File: src/verilog/ics_defs.svh
////////////////////////////////////////
// Widths, address fields and register bit
// positions for the peripheral block.
// Included by the packages and the modules that decode fields.
////////////////////////////////////////

`ifndef ICS_DEFS_SVH
`define ICS_DEFS_SVH

// Bus and datapath widths
`define ICS_DATA_WIDTH 32
`define ICS_OPERAND_WIDTH 16
`define ICS_LED_WIDTH 8

// Peripheral region field of the address
`define ICS_REGION_MSB 23
`define ICS_REGION_LSB 20

// Region codes, also used as read select bit indices
`define ICS_REGION_STATUS 0
`define ICS_REGION_DSP 1
`define ICS_REGION_PAD 2
`define ICS_REGION_FLASH_CTRL 3

// Set for operand b of the multiplier
`define ICS_DSP_OPERAND_BIT 2

// Flash control write fields
`define ICS_FLASH_ACTIVE_BIT 15
`define ICS_FLASH_CSN_BIT 9
`define ICS_FLASH_CLK_BIT 8
`define ICS_FLASH_IN_EN_MSB 7
`define ICS_FLASH_IN_EN_LSB 4
`define ICS_FLASH_IN_MSB 3
`define ICS_FLASH_IN_LSB 0

`endif

File: src/verilog/ics_bus_pkg.sv
////////////////////////////////////////
// Types of the CPU-side memory bus.
// Imported by every module that sees the bus request.
////////////////////////////////////////

`include "ics_defs.svh"

package ics_bus_pkg;

    typedef logic [`ICS_DATA_WIDTH-1:0] addr_t;
    typedef logic [`ICS_DATA_WIDTH-1:0] data_t;

    // Any set bit marks a write, all clear a read
    typedef logic [3:0] wstrb_t;

    // Request as driven by the bus master
    typedef struct packed {
        logic mem_valid;
        addr_t address;
        wstrb_t wstrb;
        data_t write_data;
    } bus_req_t;

endpackage

File: src/verilog/ics_periph_pkg.sv
////////////////////////////////////////
// Types of the peripheral side: register
// fields, decoder strobes and flash pins.
////////////////////////////////////////

`include "ics_defs.svh"

package ics_periph_pkg;

    typedef logic signed [`ICS_OPERAND_WIDTH-1:0] operand_t;
    typedef logic signed [2*`ICS_OPERAND_WIDTH-1:0] product_t;

    typedef logic [`ICS_LED_WIDTH-1:0] led_t;
    typedef logic [1:0] pad_ctrl_t;
    typedef logic [3:0] nibble_t;
    typedef logic [`ICS_REGION_MSB-`ICS_REGION_LSB:0] region_t;

    // One-cycle strobes from the decoder
    typedef struct packed {
        logic status_we;
        logic dsp_we;
        logic pad_we;
        logic flash_we;
        // One-hot, indexed by region code
        logic [3:0] read_sel;
        logic respond;
    } periph_sel_t;

    typedef struct packed {
        logic [1:0] clk_ddr;
        logic csn;
        nibble_t flash_in;
        nibble_t flash_in_en;
    } flash_pins_t;

    typedef enum logic [1:0] {
        IDLE,
        ACCESS,
        RELEASE
    } dec_state_t;

endpackage

File: src/verilog/periph_decoder.sv
////////////////////////////////////////
// Address decoder for the peripheral bus.
// Accepts one request per mem_valid assertion and issues
// one-cycle write strobes or a read select with respond.
////////////////////////////////////////

`include "ics_defs.svh"

module periph_decoder (
    input  logic vdp_clk,
    input  logic vdp_reset,
    input  ics_bus_pkg::bus_req_t bus_req,
    output ics_periph_pkg::periph_sel_t periph_sel,
    output ics_bus_pkg::data_t write_data,
    output logic operand_b_sel
);
    import ics_bus_pkg::*;
    import ics_periph_pkg::*;

    dec_state_t state;
    region_t region;
    logic is_write;
    logic [3:0] hit;
    periph_sel_t sel_next;
    logic accept;

    assign region = bus_req.address[`ICS_REGION_MSB:`ICS_REGION_LSB];
    assign is_write = bus_req.wstrb != wstrb_t'(0);
    assign accept = (state == IDLE) && bus_req.mem_valid;

    // Only the four low region codes are mapped
    assign hit = (region[3:2] == 2'b00) ? (4'b0001 << region[1:0]) : 4'b0000;

    always_comb begin
        sel_next = '0;
        sel_next.status_we = is_write & hit[`ICS_REGION_STATUS];
        sel_next.dsp_we = is_write & hit[`ICS_REGION_DSP];
        sel_next.pad_we = is_write & hit[`ICS_REGION_PAD];
        sel_next.flash_we = is_write & hit[`ICS_REGION_FLASH_CTRL];
        sel_next.read_sel = is_write ? 4'b0000 : hit;
        // Every accepted access completes, mapped or not
        sel_next.respond = 1'b1;
    end

    always_ff @(posedge vdp_clk) begin
        if (vdp_reset) begin
            state <= IDLE;
            periph_sel <= '0;
        end else begin
            periph_sel <= '0;
            case (state)
                IDLE: begin
                    if (bus_req.mem_valid) begin
                        periph_sel <= sel_next;
                        state <= ACCESS;
                    end
                end
                ACCESS: state <= RELEASE;
                // Hold off until the master drops mem_valid
                RELEASE: begin
                    if (!bus_req.mem_valid) begin
                        state <= IDLE;
                    end
                end
                default: state <= IDLE;
            endcase
        end
    end

    always_ff @(posedge vdp_clk) begin
        if (accept) begin
            write_data <= bus_req.write_data;
            operand_b_sel <= bus_req.address[`ICS_DSP_OPERAND_BIT];
        end
    end

endmodule

File: src/verilog/io_regs.sv
////////////////////////////////////////
// Status LEDs, gamepad control and direct
// flash pin control registers with their readback values.
////////////////////////////////////////

`include "ics_defs.svh"

module io_regs (
    input  logic vdp_clk,
    input  logic vdp_reset,
    input  ics_periph_pkg::periph_sel_t periph_sel,
    input  ics_bus_pkg::data_t write_data,
    input  logic [1:0] pad_data,
    input  ics_periph_pkg::nibble_t flash_out,
    output ics_periph_pkg::led_t led,
    output logic pad_latch,
    output logic pad_clk,
    output ics_periph_pkg::flash_pins_t flash,
    output ics_bus_pkg::data_t status_read,
    output ics_bus_pkg::data_t pad_read,
    output ics_bus_pkg::data_t flash_read
);
    import ics_bus_pkg::*;
    import ics_periph_pkg::*;

    led_t status;
    pad_ctrl_t pad_ctrl;
    logic flash_active;
    logic flash_clk;
    logic flash_csn;
    nibble_t flash_in;
    nibble_t flash_in_en;

    always_ff @(posedge vdp_clk) begin
        if (vdp_reset) begin
            status <= '0;
            pad_ctrl <= '0;
            flash_active <= 1'b0;
        end else begin
            if (periph_sel.status_we) begin
                status <= write_data[`ICS_LED_WIDTH-1:0];
            end
            if (periph_sel.pad_we) begin
                pad_ctrl <= write_data[1:0];
            end
            if (periph_sel.flash_we) begin
                flash_active <= write_data[`ICS_FLASH_ACTIVE_BIT];
            end
        end
    end

    // Pin values, only visible while direct control is active
    always_ff @(posedge vdp_clk) begin
        if (periph_sel.flash_we) begin
            flash_clk <= write_data[`ICS_FLASH_CLK_BIT];
            flash_csn <= write_data[`ICS_FLASH_CSN_BIT];
            flash_in <= write_data[`ICS_FLASH_IN_MSB:`ICS_FLASH_IN_LSB];
            flash_in_en <= write_data[`ICS_FLASH_IN_EN_MSB:`ICS_FLASH_IN_EN_LSB];
        end
    end

    always_comb begin
        if (flash_active) begin
            flash.clk_ddr = {2{flash_clk}};
            flash.csn = flash_csn;
            flash.flash_in = flash_in;
            flash.flash_in_en = flash_in_en;
        end else begin
            // Idle level: deselected, clock stopped, pins released
            flash.clk_ddr = 2'b00;
            flash.csn = 1'b1;
            flash.flash_in = '0;
            flash.flash_in_en = '0;
        end
    end

    assign led = status;
    assign pad_latch = pad_ctrl[0];
    assign pad_clk = pad_ctrl[1];

    // Status is write-only and reads back as zero
    assign status_read = '0;
    assign pad_read = data_t'(pad_data);
    assign flash_read = data_t'(flash_out);

endmodule

File: src/verilog/dsp_mult.sv
////////////////////////////////////////
// Signed 16x16 multiplier. Operands are
// written over the bus, the product is registered each cycle.
////////////////////////////////////////

`include "ics_defs.svh"

module dsp_mult (
    input  logic vdp_clk,
    input  ics_periph_pkg::periph_sel_t periph_sel,
    input  ics_bus_pkg::data_t write_data,
    input  logic operand_b_sel,
    output ics_periph_pkg::product_t product
);
    import ics_periph_pkg::*;

    operand_t operand_a;
    operand_t operand_b;

    // Flat load conditions so the operands map onto DSP input registers
    always_ff @(posedge vdp_clk) begin
        if (periph_sel.dsp_we && !operand_b_sel) begin
            operand_a <= write_data[`ICS_OPERAND_WIDTH-1:0];
        end

        if (periph_sel.dsp_we && operand_b_sel) begin
            operand_b <= write_data[`ICS_OPERAND_WIDTH-1:0];
        end

        product <= operand_a * operand_b;
    end

endmodule

File: src/verilog/bus_responder.sv
////////////////////////////////////////
// Read data mux and ready pulse back to the bus master.
////////////////////////////////////////

`include "ics_defs.svh"

module bus_responder (
    input  logic vdp_clk,
    input  logic vdp_reset,
    input  ics_periph_pkg::periph_sel_t periph_sel,
    input  ics_bus_pkg::data_t status_read,
    input  ics_bus_pkg::data_t pad_read,
    input  ics_bus_pkg::data_t flash_read,
    input  ics_periph_pkg::product_t product,
    output logic mem_ready,
    output ics_bus_pkg::data_t read_data
);
    import ics_bus_pkg::*;
    import ics_periph_pkg::*;

    data_t read_mux;

    // Zero for writes and unmapped regions
    always_comb begin
        if (periph_sel.read_sel[`ICS_REGION_STATUS]) begin
            read_mux = status_read;
        end else if (periph_sel.read_sel[`ICS_REGION_DSP]) begin
            read_mux = data_t'(product);
        end else if (periph_sel.read_sel[`ICS_REGION_PAD]) begin
            read_mux = pad_read;
        end else if (periph_sel.read_sel[`ICS_REGION_FLASH_CTRL]) begin
            read_mux = flash_read;
        end else begin
            read_mux = '0;
        end
    end

    always_ff @(posedge vdp_clk) begin
        if (vdp_reset) begin
            mem_ready <= 1'b0;
        end else begin
            mem_ready <= periph_sel.respond;
        end
    end

    always_ff @(posedge vdp_clk) begin
        if (periph_sel.respond) begin
            read_data <= read_mux;
        end
    end

endmodule

File: src/verilog/ics_periph.sv
////////////////////////////////////////
// Peripheral block on the fast CPU bus.
// Decoder feeds the I/O registers and multiplier,
// the responder returns their read results.
////////////////////////////////////////

module ics_periph (
    input  logic vdp_clk,
    input  logic vdp_reset,
    input  ics_bus_pkg::bus_req_t bus_req,
    output logic mem_ready,
    output ics_bus_pkg::data_t read_data,
    output ics_periph_pkg::led_t led,
    output logic pad_latch,
    output logic pad_clk,
    input  logic [1:0] pad_data,
    output ics_periph_pkg::flash_pins_t flash,
    input  ics_periph_pkg::nibble_t flash_out
);

    ics_periph_pkg::periph_sel_t periph_sel;
    ics_bus_pkg::data_t write_data;
    logic operand_b_sel;

    ics_bus_pkg::data_t status_read;
    ics_bus_pkg::data_t pad_read;
    ics_bus_pkg::data_t flash_read;
    ics_periph_pkg::product_t product;

    periph_decoder decoder0 (
        .vdp_clk(vdp_clk),
        .vdp_reset(vdp_reset),
        .bus_req(bus_req),
        .periph_sel(periph_sel),
        .write_data(write_data),
        .operand_b_sel(operand_b_sel)
    );

    io_regs io_regs0 (
        .vdp_clk(vdp_clk),
        .vdp_reset(vdp_reset),
        .periph_sel(periph_sel),
        .write_data(write_data),
        .pad_data(pad_data),
        .flash_out(flash_out),
        .led(led),
        .pad_latch(pad_latch),
        .pad_clk(pad_clk),
        .flash(flash),
        .status_read(status_read),
        .pad_read(pad_read),
        .flash_read(flash_read)
    );

    dsp_mult dsp_mult0 (
        .vdp_clk(vdp_clk),
        .periph_sel(periph_sel),
        .write_data(write_data),
        .operand_b_sel(operand_b_sel),
        .product(product)
    );

    bus_responder responder0 (
        .vdp_clk(vdp_clk),
        .vdp_reset(vdp_reset),
        .periph_sel(periph_sel),
        .status_read(status_read),
        .pad_read(pad_read),
        .flash_read(flash_read),
        .product(product),
        .mem_ready(mem_ready),
        .read_data(read_data)
    );

endmodule

File: config.mk
export PLATFORM = sky130hd
export DESIGN_NAME = ics_periph
export DESIGN_NICKNAME = d
export VERILOG_FILES = /design/src/verilog/ics_bus_pkg.sv /design/src/verilog/ics_periph_pkg.sv /design/src/verilog/periph_decoder.sv /design/src/verilog/io_regs.sv /design/src/verilog/dsp_mult.sv /design/src/verilog/bus_responder.sv /design/src/verilog/ics_periph.sv
export VERILOG_INCLUDE_DIRS = /design/src /design/src/verilog
export SDC_FILE = /design/constraint.sdc
export NUM_CORES = 1
export LEC_CHECK = 0
export BUFFER_PORTS_ARGS = -buffer_cell sky130_fd_sc_hd__clkbuf_2
export CORE_UTILIZATION = 57
export CTS_BUF_LIST = sky130_fd_sc_hd__clkbuf_4
export CTS_CLUSTER_DIAMETER = 80
export DETAILED_ROUTE_END_ITERATION = 6
export PLACE_DENSITY = 0.8
export SETUP_SLACK_MARGIN = 0.05
export SYNTH_ARGS = -nofsm -noshare
export SYNTH_HDL_FRONTEND = slang
export SYNTH_SLANG_ARGS = --single-unit
File: constraint.sdc
create_clock -name vdp_clk -period 5.6 [get_ports vdp_clk]
set_input_delay 0.28 -clock vdp_clk [delete_from_list [all_inputs] [get_ports vdp_clk]]
set_output_delay 0.28 -clock vdp_clk [all_outputs]
set_load 0.01 [all_outputs]
Yosys cells after proc, flatten, opt, wreduce, memory -nomap -nowiden
Index checks and enable logic that the tools add are counted.
{"block": "totals", "ff_bits": 146, "in_bits": 77, "out_inout_bits": 54, "elab_cells": 53}
{"block": "op_classes", "multipliers": 1, "n_eq_ne": 4, "n_shift": 1, "muxes": 9, "bitwise_logic": 6, "n_reduce_logical": 11}
{"cell": "2-to-1 mux 32 bit", "n": 2}
{"cell": "multiplier 16 x 16 -> 32 bit", "n": 1}
{"cell": "2-to-1 mux 11 bit", "n": 1}
{"cell": "2-to-1 mux 4 bit", "n": 2}
{"cell": "one-hot mux 2 bit (3 select lines)", "n": 1}
{"cell": "bitwise AND 1 bit", "n": 4}
{"cell": "zero test 2 bit", "n": 2}
{"cell": "2-to-1 mux 2 bit", "n": 2}
{"cell": "!= test 2 bit (second input constant)", "n": 2}
{"cell": "nonzero test 4 bit", "n": 1}
{"cell": "OR reduction 4 bit", "n": 1}
{"cell": "left shift 1 x 2 -> 4 bit (first input constant)", "n": 1}
{"cell": "logical AND 1 bit", "n": 3}
{"cell": "OR reduction 3 bit", "n": 1}
{"cell": "equality test 2 x 1 -> 1 bit (second input constant)", "n": 1}
{"cell": "equality test 2 bit (second input constant)", "n": 1}
{"cell": "NOT 1 bit", "n": 2}
{"cell": "AND reduction 2 bit", "n": 1}
{"cell": "OR reduction 2 bit", "n": 1}
{"cell": "zero test 1 bit", "n": 1}
{"cell": "2-to-1 mux 1 bit", "n": 1}

Longest topological paths before layout
Gate-level depths: netlist (run 1).
{"block": "logic_depth", "ltp_word": 3, "mapped_depth": 22, "mapped_depth_nobuf": 20}

Cells and area by module
From an unflattened synthesis (run 1), not the netlist that was laid out.
{"block": "unflattened", "cells_unflattened": 1543, "area_unflattened_um2": 16543.4}
{"module": "dsp_mult", "instances": 1, "cells_per_inst": 1170, "area_per_inst_um2": 11624.9, "seq_area_each_um2": 1601.5}
{"module": "bus_responder", "instances": 1, "cells_per_inst": 152, "area_per_inst_um2": 2069.5, "seq_area_each_um2": 980.9}
{"module": "io_regs", "instances": 1, "cells_per_inst": 154, "area_per_inst_um2": 1487.7, "seq_area_each_um2": 520.5}
{"module": "periph_decoder", "instances": 1, "cells_per_inst": 67, "area_per_inst_um2": 1361.3, "seq_area_each_um2": 1211.2}

Least setup slack after synthesis (run 1)
Ideal clock, no wire load.
{"block": "synth_path", "path_kind": "reg2reg", "from": "register dsp_mult0.operand_a[15]", "to": "register dsp_mult0.product[29]", "arrival_time_ns": 5.864, "t_required_ns": 5.527, "setup_slack_ns": -0.338, "path_stages_with_launch": 20, "path_buffers": 1, "period_less_slack_ns": 5.938, "path_cell_list": "edfxtp_1 clkbuf_1 nand2_1 inv_1 fa_1 fa_1 fa_1 fa_1 fa_1 inv_1 fa_1 inv_1 ha_1 nand2_1 nor2_1 nand2_1 nor3_2 a2111oi_4 or4_1 o211ai_2"}
{"block": "synth_via", "elab_chain_cells": 1}
{"element": "start, declared", "line": "dsp_mult.sv:17", "text": "operand_t operand_a;"}
{"element": "start signal, assigned", "line": "dsp_mult.sv:23", "text": "operand_a <= write_data[`ICS_OPERAND_WIDTH-1:0];"}
{"element": "multiplier 16 x 16 -> 32 bit", "line": "dsp_mult.sv:30", "text": "product <= operand_a * operand_b;"}
{"element": "end signal, assigned", "line": "dsp_mult.sv:30"}
{"element": "end, declared", "line": "dsp_mult.sv:13", "text": "output ics_periph_pkg::product_t product"}
No other way between the ends.
A chain may end at the register's enable or synchronous reset.

Worst setup path after layout (run 1)
{"block": "layout_path", "from": "register dsp_mult0.operand_b[4]", "to": "register dsp_mult0.product[29]"}
{"block": "layout_via", "elab_chain_cells": 1}
{"element": "start, declared", "line": "dsp_mult.sv:18", "text": "operand_t operand_b;"}
{"element": "start signal, assigned", "line": "dsp_mult.sv:27", "text": "operand_b <= write_data[`ICS_OPERAND_WIDTH-1:0];"}
{"element": "multiplier 16 x 16 -> 32 bit", "line": "dsp_mult.sv:30"}
No other way between the ends.

==> flow_summary.yaml, run 1 <==
sta:
  fin_ws_ps: -342.2
  clock.fmax_mhz: 168.3
  worst_slew_pin_slew_ps: 991.7
  rsz0062_at_grt: "yes"
  final_hold_viol_count: 0
  max-slew-margin-rel_pct: 33.89
  fin_crit_sh_pct: 106.1
  whs_ps: 6.732
  fin_crit_ps: 5942
  finClkSkew_ps: 55.80
  slew_violations: 0
  setup_viol: 14
yosys:
  ys_ff_latch: 146
  synth_top_cell_by_area: "fa_1"
  yosysTopAreaCellShare_pct: 36.29
  synth-edff-count: 91
  yosysWarnings: 0
  yosysUniqueCellTypes: 52
  synthCells: 1372
  synth.cell_area_um2: 14450
  syn-mean-instance-area_um2: 10.53
  ys.flop_type: "edfxtp_1"
  async_flop_share_pct: 0
  synth_commonest_cells: "inv_1 (293), fa_1 (262), and2_1 (162)"
  synth_most_common_cell: "inv_1"
  synth_seq_area_share_pct: 26.52
  synthTopCellsByArea: "fa_1 (36%), edfxtp_1 (19%), dfxtp_1 (7.6%)"
  postSynthNetCount: 1793
routing:
  wl_per_cell_um: 18.47
  wl_um: 37010
  routed_via_density: 5.427
  wl_met2_um: 18500
  final_antenna_net_count: 0
  drtPass1Iterations: 5
  dr.max_layer_used: "met4"
  wl_met3_um: 2424
  drc: 0
  vias: 10870
  dr.first_iter.drc_count: 718
  wl_met1_um: 14120
global_routing:
  grt_pass1_wl_um: 56390
  grt_start_max_net_pins: 34
  grt.total_usage_pct: 27.90
  grt_pass1_vias: 11597
  antenna_found_initial: 1
  gr-total-overflow: 0
finish:
  drive_gt1_share_pct: 27.65
  multiInputGateArea_um2: 9942
  nFillCells: 1510
  finish.utilization_pct: 73.20
  seqCellArea_um2: 3835
  syn_to_final_growth_pct: 24.60
  final_nets: 2086
power_and_ir_drop:
  p_clk_share_pct: 24.1
  p_per_area_nw_per_um2: 173.7
  worst_ir_drop_vdd_mv: 0.2063
  p_int_uw: 1999
  p_comb_share_pct: 35.1
  power.leakage_uw: 0.008580
  power_frac_seq_pct: 40.8
  power.switching_uw: 1130
  swShare_pct: 36.11
critical_path:
  cp_max_fo: 4
  arrival_ps: 6480
  reg2regPathDepth: 20
  crit_required_ps: 6140
  crit_type: "reg2reg"
  cp-start-kind: "flip-flop"
  r2r-start: "dsp_mult0.operand_b[4]"
  r2r_slack_ps: -340
  end_kind: "flip-flop"
  reg2reg_to: "dsp_mult0.product[29]"
placed_design:
  dp_slack_ps: -523.2
  placement.io_buffers: 87
  dp_hpwl_um: 25290
  gp_congestion: 0.8965
clock_tree:
  clk_pin_slew_ps: 200
  numClockSinks: 146
  cts_root_buf: "clkbuf_4"
  clk_path_buf_depth: 2
  tritoncts: "built"
  h-tree-depth: 4
  numCtsBuffers: 17
  clk_latency_ps: 630
die:
  die-area_um2: 26000
  start_util_pct: 58.74
  die_width_um: 161.2
  fp.dieH_um: 161.2
  io-pin-count: 131
  coreArea_um2: 24600
  core.rowCount: 57
status:
  violations: "negative setup slack"
  status: "complete, but fails checks"
run:
  drv_cap: 0
hold_path:
  min_path_cells: 2
  worstHoldStart: "vdp_reset"
  min_path_type: "in2reg"
  worstHoldEndpoint: "decoder0.state[1]"
## sequential cells by signal (all words and copies together), names as in the netlist
register and flops:
dsp_mult0.product 32, responder0.read_data 32, decoder0.write_data 16, dsp_mult0.operand_a 16, dsp_mult0.operand_b 16, decoder0.periph_sel 9, io_regs0.led 8, io_regs0.flash_in 4
io_regs0.flash_in_en 4, decoder0.state 2, io_regs0.pad_ctrl 2, decoder0.operand_b_sel 1, io_regs0.flash_active 1, io_regs0.flash_clk 1, io_regs0.flash_csn 1, responder0.mem_ready 1
## repair_timing
| item | in CTS | in global routing |
|---|---|---|
| pin swaps | 49 | 94 |
| setup endpoints to repair | 16 | 18 |
| gates resized for setup | 87 | 110 |
| hold endpoints to repair | 26 | 0 |
| hold buffers | 27 | 0 |
| setup buffers | 39 | 30 |
## worst max path at each step
| stage | endpoint | cells past startpoint | from | slack, ps |
|---|---|---|---|---|
| after detailed placement | dsp_mult0.product[30] | 19 | dsp_mult0.operand_b[4] | -520 |
| after CTS | dsp_mult0.product[29] | 20 | dsp_mult0.operand_a[7] | -200 |
| after global routing | dsp_mult0.product[29] | 21 | dsp_mult0.operand_a[7] | -490 |
| after floorplan | dsp_mult0.product[29] | 19 | dsp_mult0.operand_a[15] | 50 |
| final | dsp_mult0.product[29] | 20 | dsp_mult0.operand_b[4] | -340 |
| after global placement | dsp_mult0.product[30] | 19 | dsp_mult0.operand_b[4] | -430 |
## power groups by stage
stage                     Sequential, µW  Combinational [µW]  Clock, µW
final                               1280                1100        754
after global routing                1290                1190        802
after CTS                           1280                 918        756
after detailed placement            1300                 777          0
after global placement              1300                 749          0
after floorplan                     1290                 497          0
## routing by layer
metal  GRT usage, %  up-vias
li1               -     4759
met1          34.89     5408
met2          48.59      535
met3          3.775      168
met4          12.18        0
met5              0        -
## worst max-delay path, cell delays in order, from the launching register on
cell,delay [ps]
edfxtp_1,490
buf_6,170
and2_1,170
fa_1,540
inv_1,60
fa_2,540
fa_1,410
inv_1,100
fa_1,470
fa_1,530
inv_2,50
fa_1,520
inv_2,50
ha_4,280
nand2_1,60
a21oi_2,240
a311o_1,350
a2111oi_4,110
buf_4,170
or4_4,480
o211ai_2,70
## cell type report
class / count / area share (%)
Antenna cell: 1 / 0.01389
Clock buffer: 17 / 0.7086
Clock inverter: 15 / 1.000
Inverter: 293 / 6.148
Multi-Input combinational cell: 888 / 55.20
Sequential cell: 146 / 21.29
Tap cell: 324 / 2.251
Timing Repair Buffer: 319 / 13.38
## through the flow
step / instances / power (µW) / TNS (ps) / instance area, µm²
4_1_cts: 1974 / 2953 / -937.1 / 17470
3_3_place_gp: 1876 / 2049 / -1407 / 16220
5_1_grt: 2003 / 3275 / -5339 / 18010
3_5_place_dp: 1876 / 2080 / -2339 / 16220
6_report: 2003 / 3129 / -3246 / 18010
2_1_floorplan: 1372 / 1788 / 0 / 14530
## layout by cell type (no fill, tap or decap), types with 20 or more instances in the layout
master / Yosys / layout
inv_1: 293 / 263
fa_1: 262 / 241
buf_4: 1 / 168
and2_1: 162 / 148
nand2_1: 144 / 132
edfxtp_1: 91 / 91
clkbuf_2: 1 / 87
ha_1: 82 / 67
dfxtp_1: 55 / 54
nor2_1: 55 / 53
buf_6: 0 / 34
inv_2: 0 / 27
dlygate4sd3_1: 0 / 27
fa_2: 0 / 21
xnor2_1: 23 / 20
## kinds of logic after synthesis
kind of cell	Yosys count	synth area share (%)
simple gates	403	13.99
fa+ha+maj	344	43.39
buf+inv	338	8.847
flops	146	26.52
compound gates	98	4.553
xor+xnor	32	1.939
mux	11	0.7618
Note: power is estimated with default switching activity, not from simulation.
==> run 2, diff against run 1 <==
- CTS_BUF_LIST: sky130_fd_sc_hd__clkbuf_4 -> sky130_fd_sc_hd__clkbuf_8
==> run 2 against run 1 <==
  * The run still ends with negative setup slack left
  * Critical path depth rose by 1
  * Setup slack improved by 65 ps
  * Count of clock-buffer cells in the layout did not move
  * Utilization fell by 0.11 points
  * Critical path type unchanged
==> flow_summary.yaml, run 2 (synthesis gave the netlist of run 1 again) <==
finish:
  multiInputGateArea_um2: 9963
  finish.utilization_pct: 73.08
  antenna_cells: 0
  top_regs: "dsp_mult0.product (32), responder0.read_data (32)"
  nFillCells: 1554
  seqCellArea_um2: 3835
  drive_gt1_share_pct: 26.59
  syn_to_final_growth_pct: 24.41
  final_cell_mix: "inv_1 (276), fa_1 (244), buf_4 (162), and2_1 (148), nand2_1 (132)"
  final_common_cell: "inv_1"
  final_nets: 2070
routing:
  routed_via_density: 5.385
  drc: 0
  wl_per_cell_um: 17.77
  vias: 10694
  dr.first_iter.drc_count: 707
  wl_um: 35280
  drtPass1Iterations: 5
  final_antenna_net_count: 0
critical_path:
  reg2regPathDepth: 21
  r2r_slack_ps: -280
  arrival_ps: 6300
  cp-start-kind: "flip-flop"
  cp_max_fo: 4
  crit_required_ps: 6030
  reg2reg_to: "dsp_mult0.product[20]"
  end_kind: "flip-flop"
  r2r-start: "dsp_mult0.operand_a[3]"
  crit_type: "reg2reg"
power_and_ir_drop:
  p_per_area_nw_per_um2: 180.6
  worst_ir_drop_vdd_mv: 0.1789
  finalPower_uw: 3247
  power.leakage_uw: 0.008561
status:
  status: "complete, but fails checks"
  violations: "negative setup slack"
hold_path:
  min_path_cells: 3
  worstHoldEndpoint: "decoder0.state[1]"
  worstHoldStart: "bus_req[68]"
  min_path_type: "in2reg"
clock_tree:
  tritoncts: "built"
  h-tree-depth: 4
  cts_root_buf: "clkbuf_8"
  numClockSinks: 146
  clk_latency_ps: 500
  clk_pin_slew_ps: 120
  clk_path_buf_depth: 2
  numCtsBuffers: 17
global_routing:
  grt_start_max_net_pins: 34
  grt_pass1_wl_um: 56600
  grt_pass1_vias: 11529
  antenna_found_initial: 0
  grt.total_usage_pct: 28.21
  gr-total-overflow: 0
die:
  fp.dieH_um: 161.2
  start_util_pct: 58.74
  die_width_um: 161.2
  die-area_um2: 26000
  coreArea_um2: 24600
  core.rowCount: 57
  io-pin-count: 131
placed_design:
  dp_hpwl_um: 25290
  placement.io_buffers: 87
  gp_congestion: 0.8965
sta:
  worst_slew_pin_slew_ps: 976.2
  final_hold_viol_count: 0
  rsz0062_at_grt: "yes"
  fin_ws_ps: -277.2
  setup_viol: 13
  fin_crit_ps: 5877
  slew_violations: 0
  finClkSkew_ps: 31.73
  max-slew-margin-rel_pct: 34.92
  clock.fmax_mhz: 170.1
  fin_crit_sh_pct: 104.9
run:
  drv_cap: 0
[run 2: changes by cell type in the layout (fill, tap and decap cells not counted), sizes merged]
cell / previous run / this run
buf: 205 / 198
clkbuf: 104 / 105
dlygate4sd3: 27 / 17
diode: 1 / 0
[run 2: what timing repair did]
item | 4_1_cts | 5_1_grt
hold endpoints to repair | 17 | 0
endpoints found under the setup margin | 16 | 17
gates resized for setup | 102 | 77
cloned | 0 | 0
setup buffers | 43 | 18
hold buffers | 17 | 0
pin swaps | 52 | 55
[run 2: through the flow]
step                TNS, ps  hold slack, ps  setup slack [ps]  std cells  cell area, µm²
floorplan                 0           349.1             45.88       1372           14530
global placement      -1407           425.6            -430.1       1876           16220
detailed placement    -2339           429.6            -523.2       1876           16220
CTS                  -777.1           41.44            -189.3       1968           17570
global route          -4086           39.86            -507.3       1986           17980
finish                -2026           42.38            -277.2       1986           17980
[run 2: worst max path at each step]
stage                            end  slack, ps                    start
6_report       dsp_mult0.product[20]       -280   dsp_mult0.operand_a[3]
5_1_grt        dsp_mult0.product[30]       -510   dsp_mult0.operand_b[4]
4_1_cts        dsp_mult0.product[30]       -190   dsp_mult0.operand_a[3]
3_5_place_dp   dsp_mult0.product[30]       -520   dsp_mult0.operand_b[4]
3_3_place_gp   dsp_mult0.product[30]       -430   dsp_mult0.operand_b[4]
2_1_floorplan  dsp_mult0.product[29]         50  dsp_mult0.operand_a[15]
[run 2: critical path: stages (launching register included)]
cell	delay, ps
edfxtp_1	510
buf_6	170
and2_4	150
fa_1	480
fa_1	590
fa_1	450
fa_1	530
fa_1	510
inv_1	50
fa_1	510
inv_2	60
ha_4	220
buf_4	140
buf_4	140
inv_1	100
a21oi_2	50
a211oi_2	340
buf_4	210
nand2_4	50
a21o_1	180
a21oi_2	200
xnor2_2	150
[run 2: layout make-up]
| cell class | count | share of cell area, % |
|---|---|---|
| clock inverter | 15 | 1.002 |
| sequential | 146 | 21.33 |
| inverter | 293 | 6.116 |
| tap | 324 | 2.254 |
| clock buffer | 17 | 1.301 |
| timing repair buffer | 303 | 12.59 |
| multi-input combinational | 888 | 55.41 |
[run 2: per-layer routing]
metal	global-route usage (%)	share of wire (%)	vias up
met5	0	0	-
met4	13.08	4.3	0
met3	4.212	5.8	122
met2	49.28	51	469
met1	34.58	39	5379
li1	-	-	4724
[run 2: power breakdown]
group	total [µW]	leakage [µW]	switching [µW]	internal, µW
registers	1280	0.00131	34.3	1240
logic	1070	0.00704	547	527
clock network	898	0.000205	554	343
